`src/include/rr_config.svh`:
```
`ifndef RR_CONFIG_SVH
`define RR_CONFIG_SVH

// datapath width
`define RR_XLEN 32

// register file geometry
`define RR_AW   5
`define RR_NREG 32

// exception code carried with the bundle
`define RR_EXCW 7

// decoded immediate
`define RR_IMMW 32

`endif

```
`src/rr_pkg.sv`:
```
`default_nettype none

`include "rr_config.svh"

package rr_pkg;

    // one decoded instruction
    typedef struct packed {
        logic [`RR_XLEN-1:0] pc;
        logic [`RR_XLEN-1:0] inst;
        logic [`RR_IMMW-1:0] imm;
        logic [`RR_AW-1:0]   rj;
        logic [`RR_AW-1:0]   rk;
        logic [`RR_AW-1:0]   rd;
        logic                is_alu;
        logic                is_load;
        logic                is_syscall;
        logic                is_break;
        logic                is_priv;
    } rr_slot_t;

    // dual-issue bundle from decode
    typedef struct packed {
        rr_slot_t            slot0;
        rr_slot_t            slot1;
        logic [`RR_XLEN-1:0] pc_next;
        logic                pc_taken;
        logic                branch_flag;
        logic                excp_flag;
        logic [`RR_EXCW-1:0] exception;
        logic [`RR_XLEN-1:0] badv;
    } rr_bundle_t;

    typedef struct packed {
        logic [`RR_XLEN-1:0] rj0;
        logic [`RR_XLEN-1:0] rk0;
        logic [`RR_XLEN-1:0] rj1;
        logic [`RR_XLEN-1:0] rk1;
    } rr_operands_t;

    typedef struct packed {
        logic                we;
        logic [`RR_AW-1:0]   addr;
        logic [`RR_XLEN-1:0] data;
    } rr_wb_port_t;

    // late forward lane from execute or memory
    typedef struct packed {
        logic                flag;
        logic [`RR_XLEN-1:0] data;
    } rr_fwd_t;

endpackage

`default_nettype wire

```
`src/rr_stage_reg.sv`:
```
`default_nettype none

module rr_stage_reg (
    input  logic                 clk,
    input  logic                 aresetn,
    input  logic                 load_stage,
    input  logic                 clear_stage,
    input  logic                 stall_d,
    input  rr_pkg::rr_bundle_t   in_bundle,
    input  rr_pkg::rr_operands_t in_operands,
    input  rr_pkg::rr_fwd_t      fwd_j0,
    input  rr_pkg::rr_fwd_t      fwd_k0,
    input  rr_pkg::rr_fwd_t      fwd_j1,
    input  rr_pkg::rr_fwd_t      fwd_k1,
    output rr_pkg::rr_bundle_t   ex_bundle,
    output rr_pkg::rr_operands_t ex_operands
);

    // lane order j0, k0, j1, k1
    logic [3:0] fwd_flag;
    logic [3:0] fwd_sticky;
    logic [3:0] fwd_take;

    assign fwd_flag = {fwd_k1.flag, fwd_j1.flag, fwd_k0.flag, fwd_j0.flag};

    // remembers a forward seen at any point of the current downstream stall
    always_ff @(posedge clk or negedge aresetn) begin
        if (!aresetn) begin
            fwd_sticky <= '0;
        end else if (!stall_d) begin
            fwd_sticky <= '0;
        end else begin
            fwd_sticky <= fwd_sticky | fwd_flag;
        end
    end

    assign fwd_take = {4{stall_d}} & (fwd_sticky | fwd_flag);

    always_ff @(posedge clk or negedge aresetn) begin
        if (!aresetn) begin
            ex_bundle <= '0;
        end else if (clear_stage) begin
            ex_bundle <= '0;
        end else if (load_stage) begin
            ex_bundle <= in_bundle;
        end
    end

    // held operands can still pick up late results while stalled
    always_ff @(posedge clk or negedge aresetn) begin
        if (!aresetn) begin
            ex_operands <= '0;
        end else if (clear_stage) begin
            ex_operands <= '0;
        end else if (load_stage) begin
            ex_operands <= in_operands;
        end else begin
            if (fwd_take[0]) begin
                ex_operands.rj0 <= fwd_j0.data;
            end
            if (fwd_take[1]) begin
                ex_operands.rk0 <= fwd_k0.data;
            end
            if (fwd_take[2]) begin
                ex_operands.rj1 <= fwd_j1.data;
            end
            if (fwd_take[3]) begin
                ex_operands.rk1 <= fwd_k1.data;
            end
        end
    end

    // a bubble must not look like a live instruction to execute
    a_clear_zeroes : assert property (@(posedge clk) disable iff (!aresetn)
        clear_stage |=> !ex_bundle.slot0.is_load && !ex_bundle.slot0.is_alu &&
        !ex_bundle.slot1.is_alu && !ex_bundle.excp_flag && !ex_bundle.branch_flag &&
        ex_bundle.slot0.rd == '0 && ex_operands == '0)
        else $error("stage register not empty after clear");

endmodule

`default_nettype wire

```
`config.mk`:
```
export PLATFORM = sky130hd
export DESIGN_NAME = rr_stage_reg
export DESIGN_NICKNAME = d
export VERILOG_FILES = /design/src/rr_pkg.sv /design/src/rr_stage_reg.sv
export VERILOG_INCLUDE_DIRS = /design/src /design/src/include
export SDC_FILE = /design/constraint.sdc
export NUM_CORES = 1
export LEC_CHECK = 0
export ABC_CLOCK_PERIOD_IN_PS = 1800
export BUFFER_PORTS_ARGS = -buffer_cell sky130_fd_sc_hd__buf_2
export CAP_MARGIN = 20
export CORE_AREA = 2 2 392 394
export CTS_CLUSTER_SIZE = 40
export DETAILED_ROUTE_END_ITERATION = 12
export DIE_AREA = 0 0 394 396
export PLACE_DENSITY = 0.37
export SLEW_MARGIN = 10
export SYNTH_ARGS = -nofsm -noshare
export SYNTH_HDL_FRONTEND = slang
export SYNTH_SLANG_ARGS = --single-unit
```
`constraint.sdc`:
```
create_clock -name clk -period 1.8 [get_ports clk]
set_clock_uncertainty 0.15 [all_clocks]
set_input_delay 0.27 -clock clk [delete_from_list [all_inputs] [get_ports clk]]
set_output_delay 0.27 -clock clk [all_outputs]
set_load 0.1 [all_outputs]
```
# [After elaboration in Yosys (flattened, before gate mapping)]
# Cells that the tools add are included.
[word_totals] register_bits=438 latch_bits=0 ram_bits=0 mem_bits_ro=0 out_inout_bits=434 wordCells=49 n_memories=0
[op_classes] add_sub_neg=0 multipliers=0 div_mod_pow=0 n_lt_le_gt_ge=0 n_eq_ne=0 shifts=0 muxes=9 bitwise_logic=2 n_reduce_logical=5
[op_table] operator="306-bit 2-to-1 mux" n=2
[op_table] operator="128-bit 2-to-1 mux" n=2
[op_table] operator="32-bit 2-to-1 mux" n=4
[op_table] operator="3-bit nonzero test" n=4
[op_table] operator="4-bit bitwise AND" n=1
[op_table] operator="4-bit 2-to-1 mux" n=1
[op_table] operator="4-bit OR" n=1
[op_table] operator="2-bit nonzero test" n=1

# [Depth between registers and ports, before layout]
[logic_depth] ltp_word=5 ltp_mapped=6

# [Worst setup path after synthesis]
# No wires, ideal clock.
[synth_path] path_kind="reg2reg" start="register, netlist name ex_operands[0]" end="register ex_operands[0] (netlist name)" setup_time_ns=0.104 t_arrival_ns=1.235 required_time_ns=1.546 slack_ns=0.312 stages_incl_launch_ff=3 n_path_buf=0 path_cell_list="dfrtp_1 -> nand2_1 -> a221oi_1"
[synth_rtl] item="end signal: assignment" line="rr_stage_reg.sv:56" rtl="ex_operands <= in_operands;"
[synth_rtl] item="end: declaration" line="rr_stage_reg.sv:16" rtl="output rr_pkg::rr_operands_t ex_operands"

# [Worst setup path after layout]
[layout_path] start="register ex_operands[37] (netlist name)" end="output port ex_operands[37] (netlist name)"
# No word-level cell between the ends.

==> metrics.md <==
| Metric | Value |
|---|---|
| Status | complete, no violations |
| Total grt overflow | 0 |
| Setup violators final | 0 |
| Fin. Hold Viols | 0 |
| Vias in the first global route | 21100 |
| Fmax | 0.575 GHz |
| Critical Path AT | 1.32 ns |
| # fillers | 16400 |
| Crit path largest cell delay | 0.38 ns |
| Hold Startpoint | stall_d |
| HP Class | in2reg |
| Cts bufs inserted | 56 |
| Syn_area_per_cell | 10.9 sq um |
| Worst-path maximum fanout | 2 |
| Die height | 396 um |
| First-pass GRT wire length | 149000 um |
| Cell Count, Final, Fillers Out | 5463 |
| CTS H-tree lvls | 2 |
| Slew Limit Fails | 0 |
| Largest net degree at the start of global routing | 71 |
| Pwr Density | 871 mW/mm^2 |
| Setup WS pre-CTS | -0.0103 ns |
| WL per Instance | 19.0 um |
| Synthesized instance count | 1705 |
| # clock sinks | 438 |
| Yosys Warn Count | 0 |
| Placed instance count | 4707 |
| Reg2reg setup slack | 0.28 ns |
| Initial Util | 12.2% |
| Final wirelength | 104000 um |
| Final nets | 3949 |
| Critical Path Start Type | register |
| Buf/Inv on CP | 1 |
| Post-synthesis cell type count | 12 |
| CTS clk-pin slew, worst paths | 0.06 ns |
| Post-Layout Inst Area | 0.0371 sq mm |
| Area growth syn-to-layout | 99.9% |
| CP Data Required Time | 1.38 ns |
| Cell Area, Synth | 0.0185 sq mm |
| Root Buffer | clkbuf_16 |
| Maximum VDD drop | 0.644 mV |
| Worst hold path depth | 3 |
| Worst-path cell chain | buf_4 |
| # IOs | 1005 |
| Row cnt | 143 |
| TritonCTS clock tree | built |
| DP Area | 0.0268 sq mm |
| Seq/Total Area, Yosys | 59.1% |
| Clk buf depth | 3 |
| Hold EP | fwd_sticky[0]$_DFF_PN0_ |
| Worst-Margin Slew | 0.763 ns |
| Drt pass-1 iters | 5 |
| Antenna violations before repair | 27 |
| Max Cap Viol | 0 |
| Global placement routability congestion | 0.863 |
| Setup ws final | 0.0601 ns |
| Kind of end point of the critical path | output port |
| RR Startpoint | fwd_sticky[2]$_DFF_PN0_ |
| Synth area leader | dfrtp_1 |
| CP top delay family | flip-flops |
| Static leakage | 18.5 nW |
| Rel. slew slack | 48.9% |
| Crit Path Class | reg2out |
| Flip-flop and latch area | 0.0110 sq mm |
| Routed Antenna Nets | 0 |
| Via density | 3.59 |
| Drc violations | 0 |
| HPWL after detailed placement | 79600 um |
| Top-area cell type share of the netlist area | 59.1% |
| Die Wd | 394 um |
| RR Endpoint | ex_operands[49]$_DFFE_PN0P_ |
| Fin crit share | 96.7% |
| Overall Global Routing Usage | 12.8% |
| Vias after detailed routing | 19600 |
| Clk_lat worst skew | 0.63 ns |
| CORE AREA | 0.152 sq mm |
| Layout cells sized above 1 | 35.5% |
| 1st-iter DRT viols | 963 |
| Die ar. | 0.156 sq mm |
| Register-to-Register Path Depth | 4 |
| Top cells by area, synth | dfrtp_1 (59%), mux2i_1 (17%), nor2_1 (6.2%) |
| Tmin final | 1.74 ns |
| I/O Buffers | 1004 |
| RSZ-0062 raised after global routing | true |
| Util after Layout | 24.5% |
| Slowest cell on crit path | dfrtp_1 |
| Footprint of the multi-input gates | 0.00650 sq mm |
| Seq cells post-synth | 438 |
| Syn Nets | 2276 |
area by class of cell:
cell class                      instances  share of cell area, %
Clock buffer                           91                   4.51
Clock inverter                         12                  0.344
Inverter                              132                   1.34
Multi-Input combinational cell       1000                   17.5
Antenna cell                           10                 0.0675
Timing Repair Buffer                 1750                   39.7
Tap cell                             2030                   6.85
Sequential cell                       438                   29.6
state kept, by name, indices dropped and copies added, names as in the netlist:
| register | count |
|---|---|
| ex_operands | 128 |
| fwd_sticky | 4 |
| ex_bundle | 306 |
cell usage in the layout (no fill, tap or decap), types with 128 or more instances in the layout:
cell type      instances
a221oi_1             128
buf_4                316
buf_6                153
nor2_1               306
nand2_1              128
buf_2                567
dfrtp_1              416
inv_1                131
dlygate4sd3_1        643
a21oi_1              128
mux2i_1              306
metrics by stage:
stage / hold slack [ns] / power [mW] / setup TNS [ns]
finish: 0.0572 / 32.3 / 0
floorplan: -0.176 / 16.7 / 0
global placement: 0.0307 / 19.4 / 0
global route: 0.0311 / 33.7 / -0.0222
detailed placement: 0.0257 / 19.4 / -0.0185
CTS: 0.00272 / 32.8 / -0.0443
layer usage:
metal / track usage (%) / vias up / wire length [um] / part of all wire, %
met1: 15.1 / 9594 / 41800 / 40
met2: 22.7 / 689 / 52700 / 51
li1: - / 9145 / - / -
met3: 3.20 / 158 / 6310 / 6.1
met5: 0 / - / 27 / 0.026
met4: 3.95 / 4 / 3020 / 2.9
cells by family after synthesis:
kind of cell           after synthesis  synth area share, %
and+or+nand+nor                    434                 8.79
buffers and inverters              267                 5.95
AOI/OAI and AO/OA                  260                 9.61
muxes                              306                 16.5
DFF                                438                 59.1
power breakdown:
group          switching [mW]  total [mW]  internal [mW]
clock network            4.78        11.3           6.48
registers               0.450        10.9           10.5
logic                    6.88        10.1           3.24
total                    12.1        32.3           20.2
cell usage after synthesis, drive strengths merged:
| cell | instances |
|---|---|
| nand2 | 128 |
| nor2 | 306 |
| clkbuf | 68 |
| a21oi | 128 |
| inv | 132 |
| dfrtp | 438 |
| mux2i | 306 |
| o21ai | 4 |
| a221oi | 128 |
| buf | 67 |
worst max path at each step:
stage,from,to,slack [ns],depth (start not counted)
after floorplan,ex_operands[0]$_DFFE_PN0P_,ex_operands[0]$_DFFE_PN0P_,0.31,2
after global placement,stall_d,ex_operands[109]$_DFFE_PN0P_,0.02,6
after detailed placement,stall_d,ex_operands[106]$_DFFE_PN0P_,-0.01,6
after CTS,ex_bundle[245]$_DFFE_PN0P_,ex_bundle[245],-0.03,1
after global routing,ex_bundle[97]$_DFFE_PN0P_,ex_bundle[97],-0.01,1
final,ex_operands[37]$_DFFE_PN0P_,ex_operands[37],0.06,1
repair_timing:
item                       CTS  global route
setup endpoints to repair  434            49
hold buffers               643             0
hold endpoints to repair   874             0
resized for setup          635            46
cloned                       0             0
buffers inserted             0             0
Note: power is estimated with default switching activity, not from simulation.
