### config.mk
export PLATFORM = sky130hd
export DESIGN_NAME = rr_hazard_ctrl
export DESIGN_NICKNAME = d
export VERILOG_FILES = /design/src/rr_hazard_ctrl.sv
export VERILOG_INCLUDE_DIRS = /design/src /design/src/include
export SDC_FILE = /design/constraint.sdc
export NUM_CORES = 1
export LEC_CHECK = 0
export BUFFER_PORTS_ARGS = -buffer_cell sky130_fd_sc_hd__buf_2
export CAP_MARGIN = 20
export CORE_MARGIN = 2
export CORE_UTILIZATION = 50
export CTS_BUF_LIST = sky130_fd_sc_hd__clkbuf_4
export DETAILED_ROUTE_END_ITERATION = 8
export PLACE_DENSITY_LB_ADDON = 0.05
export SETUP_SLACK_MARGIN = 0.1
export SLEW_MARGIN = 30
export SYNTH_ARGS = -nofsm -noshare
export SYNTH_HDL_FRONTEND = slang
export SYNTH_SLANG_ARGS = --single-unit
export TNS_END_PERCENT = 10
### constraint.sdc
create_clock -name clk -period 2 [get_ports clk]
set_clock_uncertainty 0.1 [all_clocks]
set_input_delay 0.1 -clock clk [delete_from_list [all_inputs] [get_ports clk]]
set_output_delay 0.1 -clock clk [all_outputs]
set_load 0.01 [all_outputs]
### src/include/rr_config.svh
`ifndef RR_CONFIG_SVH
`define RR_CONFIG_SVH

// datapath width
`define RR_XLEN 32

// register file geometry
`define RR_AW   5
`define RR_NREG 32

// exception code carried with the bundle
`define RR_EXCW 7

// decoded immediate
`define RR_IMMW 32

`endif

### src/rr_hazard_ctrl.sv
`default_nettype none

`include "rr_config.svh"

module rr_hazard_ctrl (
    input  logic              clk,
    input  logic              aresetn,
    input  logic [`RR_AW-1:0] src_j0,
    input  logic [`RR_AW-1:0] src_k0,
    input  logic [`RR_AW-1:0] src_j1,
    input  logic [`RR_AW-1:0] src_k1,
    input  logic [`RR_AW-1:0] ex_rd0,
    input  logic              ex_is_load0,
    input  logic              reg_readygo,
    input  logic              ex_allowin,
    input  logic              forward_stall,
    input  logic              stall_d,
    input  logic              flush,
    input  logic              flush_priv,
    output logic              reg_allowin,
    output logic              ex_readygo,
    output logic              load_stage,
    output logic              clear_stage,
    output logic              load_stall
);

    logic [`RR_AW-1:0] ex_load_rd;
    logic [`RR_AW-1:0] shadow_rd;
    logic              consume;
    logic              transfer;

    // nonzero rd matching any of the four decode sources
    function automatic logic src_hit(
        input logic [`RR_AW-1:0] rd,
        input logic [`RR_AW-1:0] j0,
        input logic [`RR_AW-1:0] k0,
        input logic [`RR_AW-1:0] j1,
        input logic [`RR_AW-1:0] k1
    );
        return (rd != '0) && (rd == j0 || rd == k0 || rd == j1 || rd == k1);
    endfunction

    assign ex_load_rd = ex_is_load0 ? ex_rd0 : '0;

    // load that left for memory last step, data not back yet
    always_ff @(posedge clk or negedge aresetn) begin
        if (!aresetn) begin
            shadow_rd <= '0;
        end else if (consume) begin
            shadow_rd <= ex_load_rd;
        end
    end

    assign load_stall = src_hit(ex_load_rd, src_j0, src_k0, src_j1, src_k1)
                      | src_hit(shadow_rd, src_j0, src_k0, src_j1, src_k1);

    assign ex_readygo  = ~forward_stall;
    assign reg_allowin = ex_allowin & ~forward_stall & ~load_stall;

    assign consume  = ex_allowin & ex_readygo;
    assign transfer = reg_readygo & reg_allowin & ex_allowin;

    // a consume with nothing behind it leaves a bubble
    assign clear_stage = flush_priv | (flush & ~stall_d) | (consume & ~transfer);
    assign load_stage  = transfer & ~clear_stage;

    a_allowin_needs_ex : assert property (@(posedge clk) disable iff (!aresetn)
        reg_allowin |-> ex_allowin)
        else $error("reg_allowin high while execute blocks");

    a_clear_load_excl : assert property (@(posedge clk) disable iff (!aresetn)
        !(clear_stage && load_stage))
        else $error("stage cleared and loaded together");

endmodule

`default_nettype wire

Yosys cells after proc, flatten, opt, wreduce, memory -nomap -nowiden
Index checks and enable logic that the tools add are counted.
{ "classes": {"reduce_logical": 10, "mux": 1, "n_bitwise": 15, "eq_ne": 8} }
{ "op_table": {"columns": ["operator", "n"], "rows": [
  ["equality test 5 bit", 8],
  ["nonzero test 5 bit", 2],
  ["AND 1 bit", 7],
  ["logical OR 1 bit", 6],
  ["two-way mux 5 bit", 1],
  ["inverter 1 bit", 5],
  ["bitwise OR 1 bit", 3],
  ["logical AND 1 bit", 2]
]} }
{ "word_totals": {"inputBits": 34, "regBits": 5} }

Logic depth before layout (Yosys ltp)
{ "logic_depth": {"ltp_word": 16, "mapped_depth": 7, "mapped_depth_nobuf": 6} }

Worst setup path before layout
No wires, ideal clock.
{ "synth_timing": {"kind": "reg-to-output", "from": "reg shadow_rd[0]", "to": "out clear_stage", "required_time_ns": 1.800, "setup_slack_ns": 0.208, "arrival_ns": 1.592, "path_buffers": 1, "path_stages_with_launch": 8, "cell_sequence": "dfrtp_1 clkbuf_1 xnor2_1 nand3_1 nor3_1 a311oi_1 o22ai_2 a2bb2oi_1"} }
{ "synth_via": {"elab_chain_cells": 13} }
{ "synth_lines": {"columns": ["item", "line_no", "text"], "rows": [
  ["from (decl)", "rr_hazard_ctrl.sv:28", "logic [`RR_AW-1:0] shadow_rd;"],
  ["from (signal assigned)", "rr_hazard_ctrl.sv:50", "shadow_rd <= ex_load_rd;"],
  ["equality test 5 bit", "rr_hazard_ctrl.sv:40", "return (rd != '0) && (rd == j0 || rd == k0 || rd == j1 || rd == k1);"],
  ["logical OR 1 bit (3 in series)", "rr_hazard_ctrl.sv:40", null],
  ["logical AND 1 bit (*)", "rr_hazard_ctrl.sv:40", null],
  ["bitwise OR 1 bit (*)", "rr_hazard_ctrl.sv:55", "| src_hit(shadow_rd, src_j0, src_k0, src_j1, src_k1);"],
  ["net load_stall", "rr_hazard_ctrl.sv:24", "output logic load_stall"],
  ["inverter 1 bit (*)", "rr_hazard_ctrl.sv:58", "assign reg_allowin = ex_allowin & ~forward_stall & ~load_stall;"],
  ["AND 1 bit (*)", "rr_hazard_ctrl.sv:58", null],
  ["AND 1 bit (*) (2 in series)", "rr_hazard_ctrl.sv:61", "assign transfer = reg_readygo & reg_allowin & ex_allowin;"],
  ["inverter 1 bit (*)", "rr_hazard_ctrl.sv:64", "assign clear_stage = flush_priv | (flush & ~stall_d) | (consume & ~transfer);"],
  ["AND 1 bit (*)", "rr_hazard_ctrl.sv:64", null],
  ["bitwise OR 1 bit (*)", "rr_hazard_ctrl.sv:64", null],
  ["to (decl)", "rr_hazard_ctrl.sv:23", "output logic clear_stage,"]
]} }
The timed path passes the listed nets; every way through them passes the cells marked *.

Worst setup path after layout
{ "layout_timing": {"from": "reg shadow_rd[3]", "to": "out clear_stage"} }
{ "layout_via": {"elab_chain_cells": 13} }
{ "layout_lines": {"columns": ["item", "line_no"], "rows": [
  ["equality test 5 bit", "rr_hazard_ctrl.sv:40"],
  ["logical OR 1 bit (3 in series)", "rr_hazard_ctrl.sv:40"],
  ["logical AND 1 bit (*)", "rr_hazard_ctrl.sv:40"],
  ["bitwise OR 1 bit (*)", "rr_hazard_ctrl.sv:55"],
  ["inverter 1 bit (*)", "rr_hazard_ctrl.sv:58"],
  ["AND 1 bit (*)", "rr_hazard_ctrl.sv:58"],
  ["AND 1 bit (*) (2 in series)", "rr_hazard_ctrl.sv:61"],
  ["inverter 1 bit (*)", "rr_hazard_ctrl.sv:64"],
  ["AND 1 bit (*)", "rr_hazard_ctrl.sv:64"],
  ["bitwise OR 1 bit (*)", "rr_hazard_ctrl.sv:64"]
]} }
Mark *: on every way between the ends. The rest lies on a longest branch, timed or not.

==> flow_summary.toml <==
[routing]
dr.pass1.iters = 4
drc_errors = 0
drt-initial-drc-count = 37
routed_wl_mm = 2.88
ant_nets = 0
drt-wirelength-per-cell_um = 15.1
dr_total_vias = 1141
via_per_inst = 5.97

[finish]
fin_cells = 191
reg.largest.list = "shadow_rd: 5 flops"
fin_nets = 201
largest-register = "shadow_rd"
largest_register_ffs = 5
n_fill_cell = 153
multiInputGateArea_sq_um = 817
antenna_cells = 0
drive_above_1_share_pct = 39.8
area.sequential_sq_um = 131
area_growth_syn_to_layout_pct = 32.9

[place]
post-place-ws_ns = 0.0391
dp_hpwl_mm = 2.24
place_congestion = 0.847
dp_cells = 185
io_buffers = 38

[floorplanning]
die_h_um = 47.7
die_w_um = 47.7
io_pins = 39
core-area_sq_mm = 0.00176
fp-row-count = 15
initial_core_util_pct = 54.2
dieArea_sq_mm = 0.00228

[grt]
grt_overflow = 0
use_met2_pct = 48.0
gr-max-usage-layer = "met2"
grt_pass1_wl_mm = 4.62
grt_use_met1_pct = 39.4
globalRouteMet3Util_pct = 2.26
grt_max_degree = 19
track_usage_pct = 29.0
grt_pass1_vias = 1010
antenna_found_initial = 0

[clock_tree]
clkTransAtPathRegs_ns = 0.04
clockBufferDepth = 2
cts_buffers = 3
clk-insertion-delay-late_ns = 0.24
cts_tree = "yes"
cts_root_buf = "clkbuf_4"
cts_max_level = 1
clock_sinks = 5

[critical_path]
critPathKind = "flip-flop to primary output"
critPathCaptureType = "primary output"
cp_slowest_stage_delay_ns = 0.54
critical_path.cell_chain = "or4_1, nor2_1, o22ai_2, a2bb2oi_1, buf_2"
cp_data_arrival_time_ns = 1.82
cp_data_required_time_ns = 1.80
r2r_start = "shadow_rd[3]"
reg2reg_depth = 2
critPathSlowestCell = "or4_1"
r2r_setup_slack_ns = 1.11
cp_max_fo = 6
start_kind = "flip-flop"
r2r-end = "shadow_rd[3]"

[timing]
rsz0062_at_grt = "yes"
holdWs_ns = 0.0904
max_freq_mhz = 495
setup_viol = 1
worst_slack_ns = -0.0218
slew_headroom_pct = 74.5
min_period_ns = 2.02
final-hold-violation-count = 0
final_max_slew_viol_count = 0
worst_slew_pin_slew_ns = 0.381
finalCritPeriodShare_pct = 101

[power_and_ir_drop]
p_sw_uw = 209
pwr-share-clk_pct = 23.4
irDropWorstVdd_uv = 232
p_seq_share_pct = 26.6
p_leak_uw = 0.000546
combPwrFrac_pct = 50.1
power.total_uw = 555
power_density_mw_per_mm2 = 437
intPower_uw = 345
p_sw_share_pct = 37.8

[status]
status = "finished with violations"
violations = "setup timing"

[yosys]
ys_top_cells_by_area = "xnor2_1, dfrtp_1, nand2_1, xor2_1, nand2b_1"
synth_ff_type = "dfrtp_1"
synth_edf_count = 0
yosys.area.top_type = "xnor2_1"
async_flop_share_pct = 100
ys_types = 41
netlist_area_sq_um = 956
synth_nets = 163
synth_top_cell_area_share_pct = 17.4
ys_ff_latch = 5
seq_area_frac_synth_pct = 13.1
synth_most_common_cell = "xnor2_1"
synthCells = 129
synth.top_cells.by_count = "xnor2_1, nand2_1, o21ai_0, clkbuf_1, nand2b_1"
ys.warnings.count = 0
avgSynthCellArea_sq_um = 7.41

[worst_hold_path]
min_path_type = "input port to asynchronous set/reset pin"

[job]
cap_violations = 0
## power by group through the flow
stage	logic, uW	clock network, uW	registers (uW)
3_3_place_gp	241	0	143
4_1_cts	263	133	144
3_5_place_dp	248	0	143
5_1_grt	306	140	149
6_report	278	130	147
2_1_floorplan	184	0	115
## critical path, delay by kind of cell (launching register included)
kind / cells / cell delay (ns)
flip-flops: 1 / 0.48
AND/OR/NAND/NOR: 2 / 0.66
AO/OA/AOI/OAI: 2 / 0.29
buffers and inverters: 1 / 0.15
## timing repair
action                                 CTS  global route
setup endpoints to repair                4             4
pin swaps                                6             6
endpoints found under the hold margin    5             0
buffers inserted                         1             0
hold buffers                             1             0
resized for setup                        8             6
## metrics by stage
stage          cell area [sq um]  setup TNS [ns]  util (%)
6_report                    1270         -0.0218      72.0
3_5_place_dp                1150               0      65.5
3_3_place_gp                1150               0      65.5
4_1_cts                     1220        -0.00713      69.4
5_1_grt                     1270          -0.193      72.0
2_1_floorplan                956               0         -
## kinds of logic after synthesis
family                 count (synthesis)  synth area share (%)
AND/OR/NAND/NOR                       53                  31.0
AO/OA/AOI/OAI                         30                  26.0
XOR/XNOR                              24                  22.0
buffers and inverters                 17                  7.85
flip-flops                             5                  13.1
## layout make-up
type / instances / share of cell area, %
clock buffers: 4 / 2.36
inverters: 6 / 1.77
multi-input cells: 107 / 64.3
flip-flops and latches: 5 / 10.3
well taps: 25 / 2.46
repair buffers: 44 / 18.7
## worst max-delay path by stage
stage	from	endpoint	slack, ns	cells past startpoint
finish	shadow_rd[3]	clear_stage	-0.02	5
detailed placement	ex_is_load0	clear_stage	0.04	8
floorplan	shadow_rd[0]	clear_stage	0.21	7
global route	shadow_rd[4]	clear_stage	-0.11	7
CTS	shadow_rd[4]	clear_stage	-0.007	5
global placement	ex_is_load0	load_stage	0.07	8
## placed cells by master (no fill, tap or decap), types with 3 or more instances in the layout
cell	netlist	layout
nor3_2	1	3
a221o_1	3	3
nand2b_1	6	6
nor2_1	4	4
or2b_1	3	3
xor2_1	5	5
xnor2_2	0	6
dfrtp_2	0	5
xnor2_1	19	13
buf_2	3	38
nand2_1	15	15
clkbuf_4	0	4
a41oi_1	3	3
inv_1	5	5
o21ai_0	7	7
buf_4	2	5
nand3_1	3	3
nand4_1	4	4
nor3_1	5	3
## per-layer routing
metal | vias up | part of all wire, % | routed length [um]
met1 | 525 | 43 | 1240
met5 | - | 0 | 0
met3 | 9 | 5.6 | 162
met4 | 0 | 1.8 | 53
met2 | 57 | 50 | 1430
li1 | 550 | - | -
Note: power is estimated with default switching activity, not from simulation.
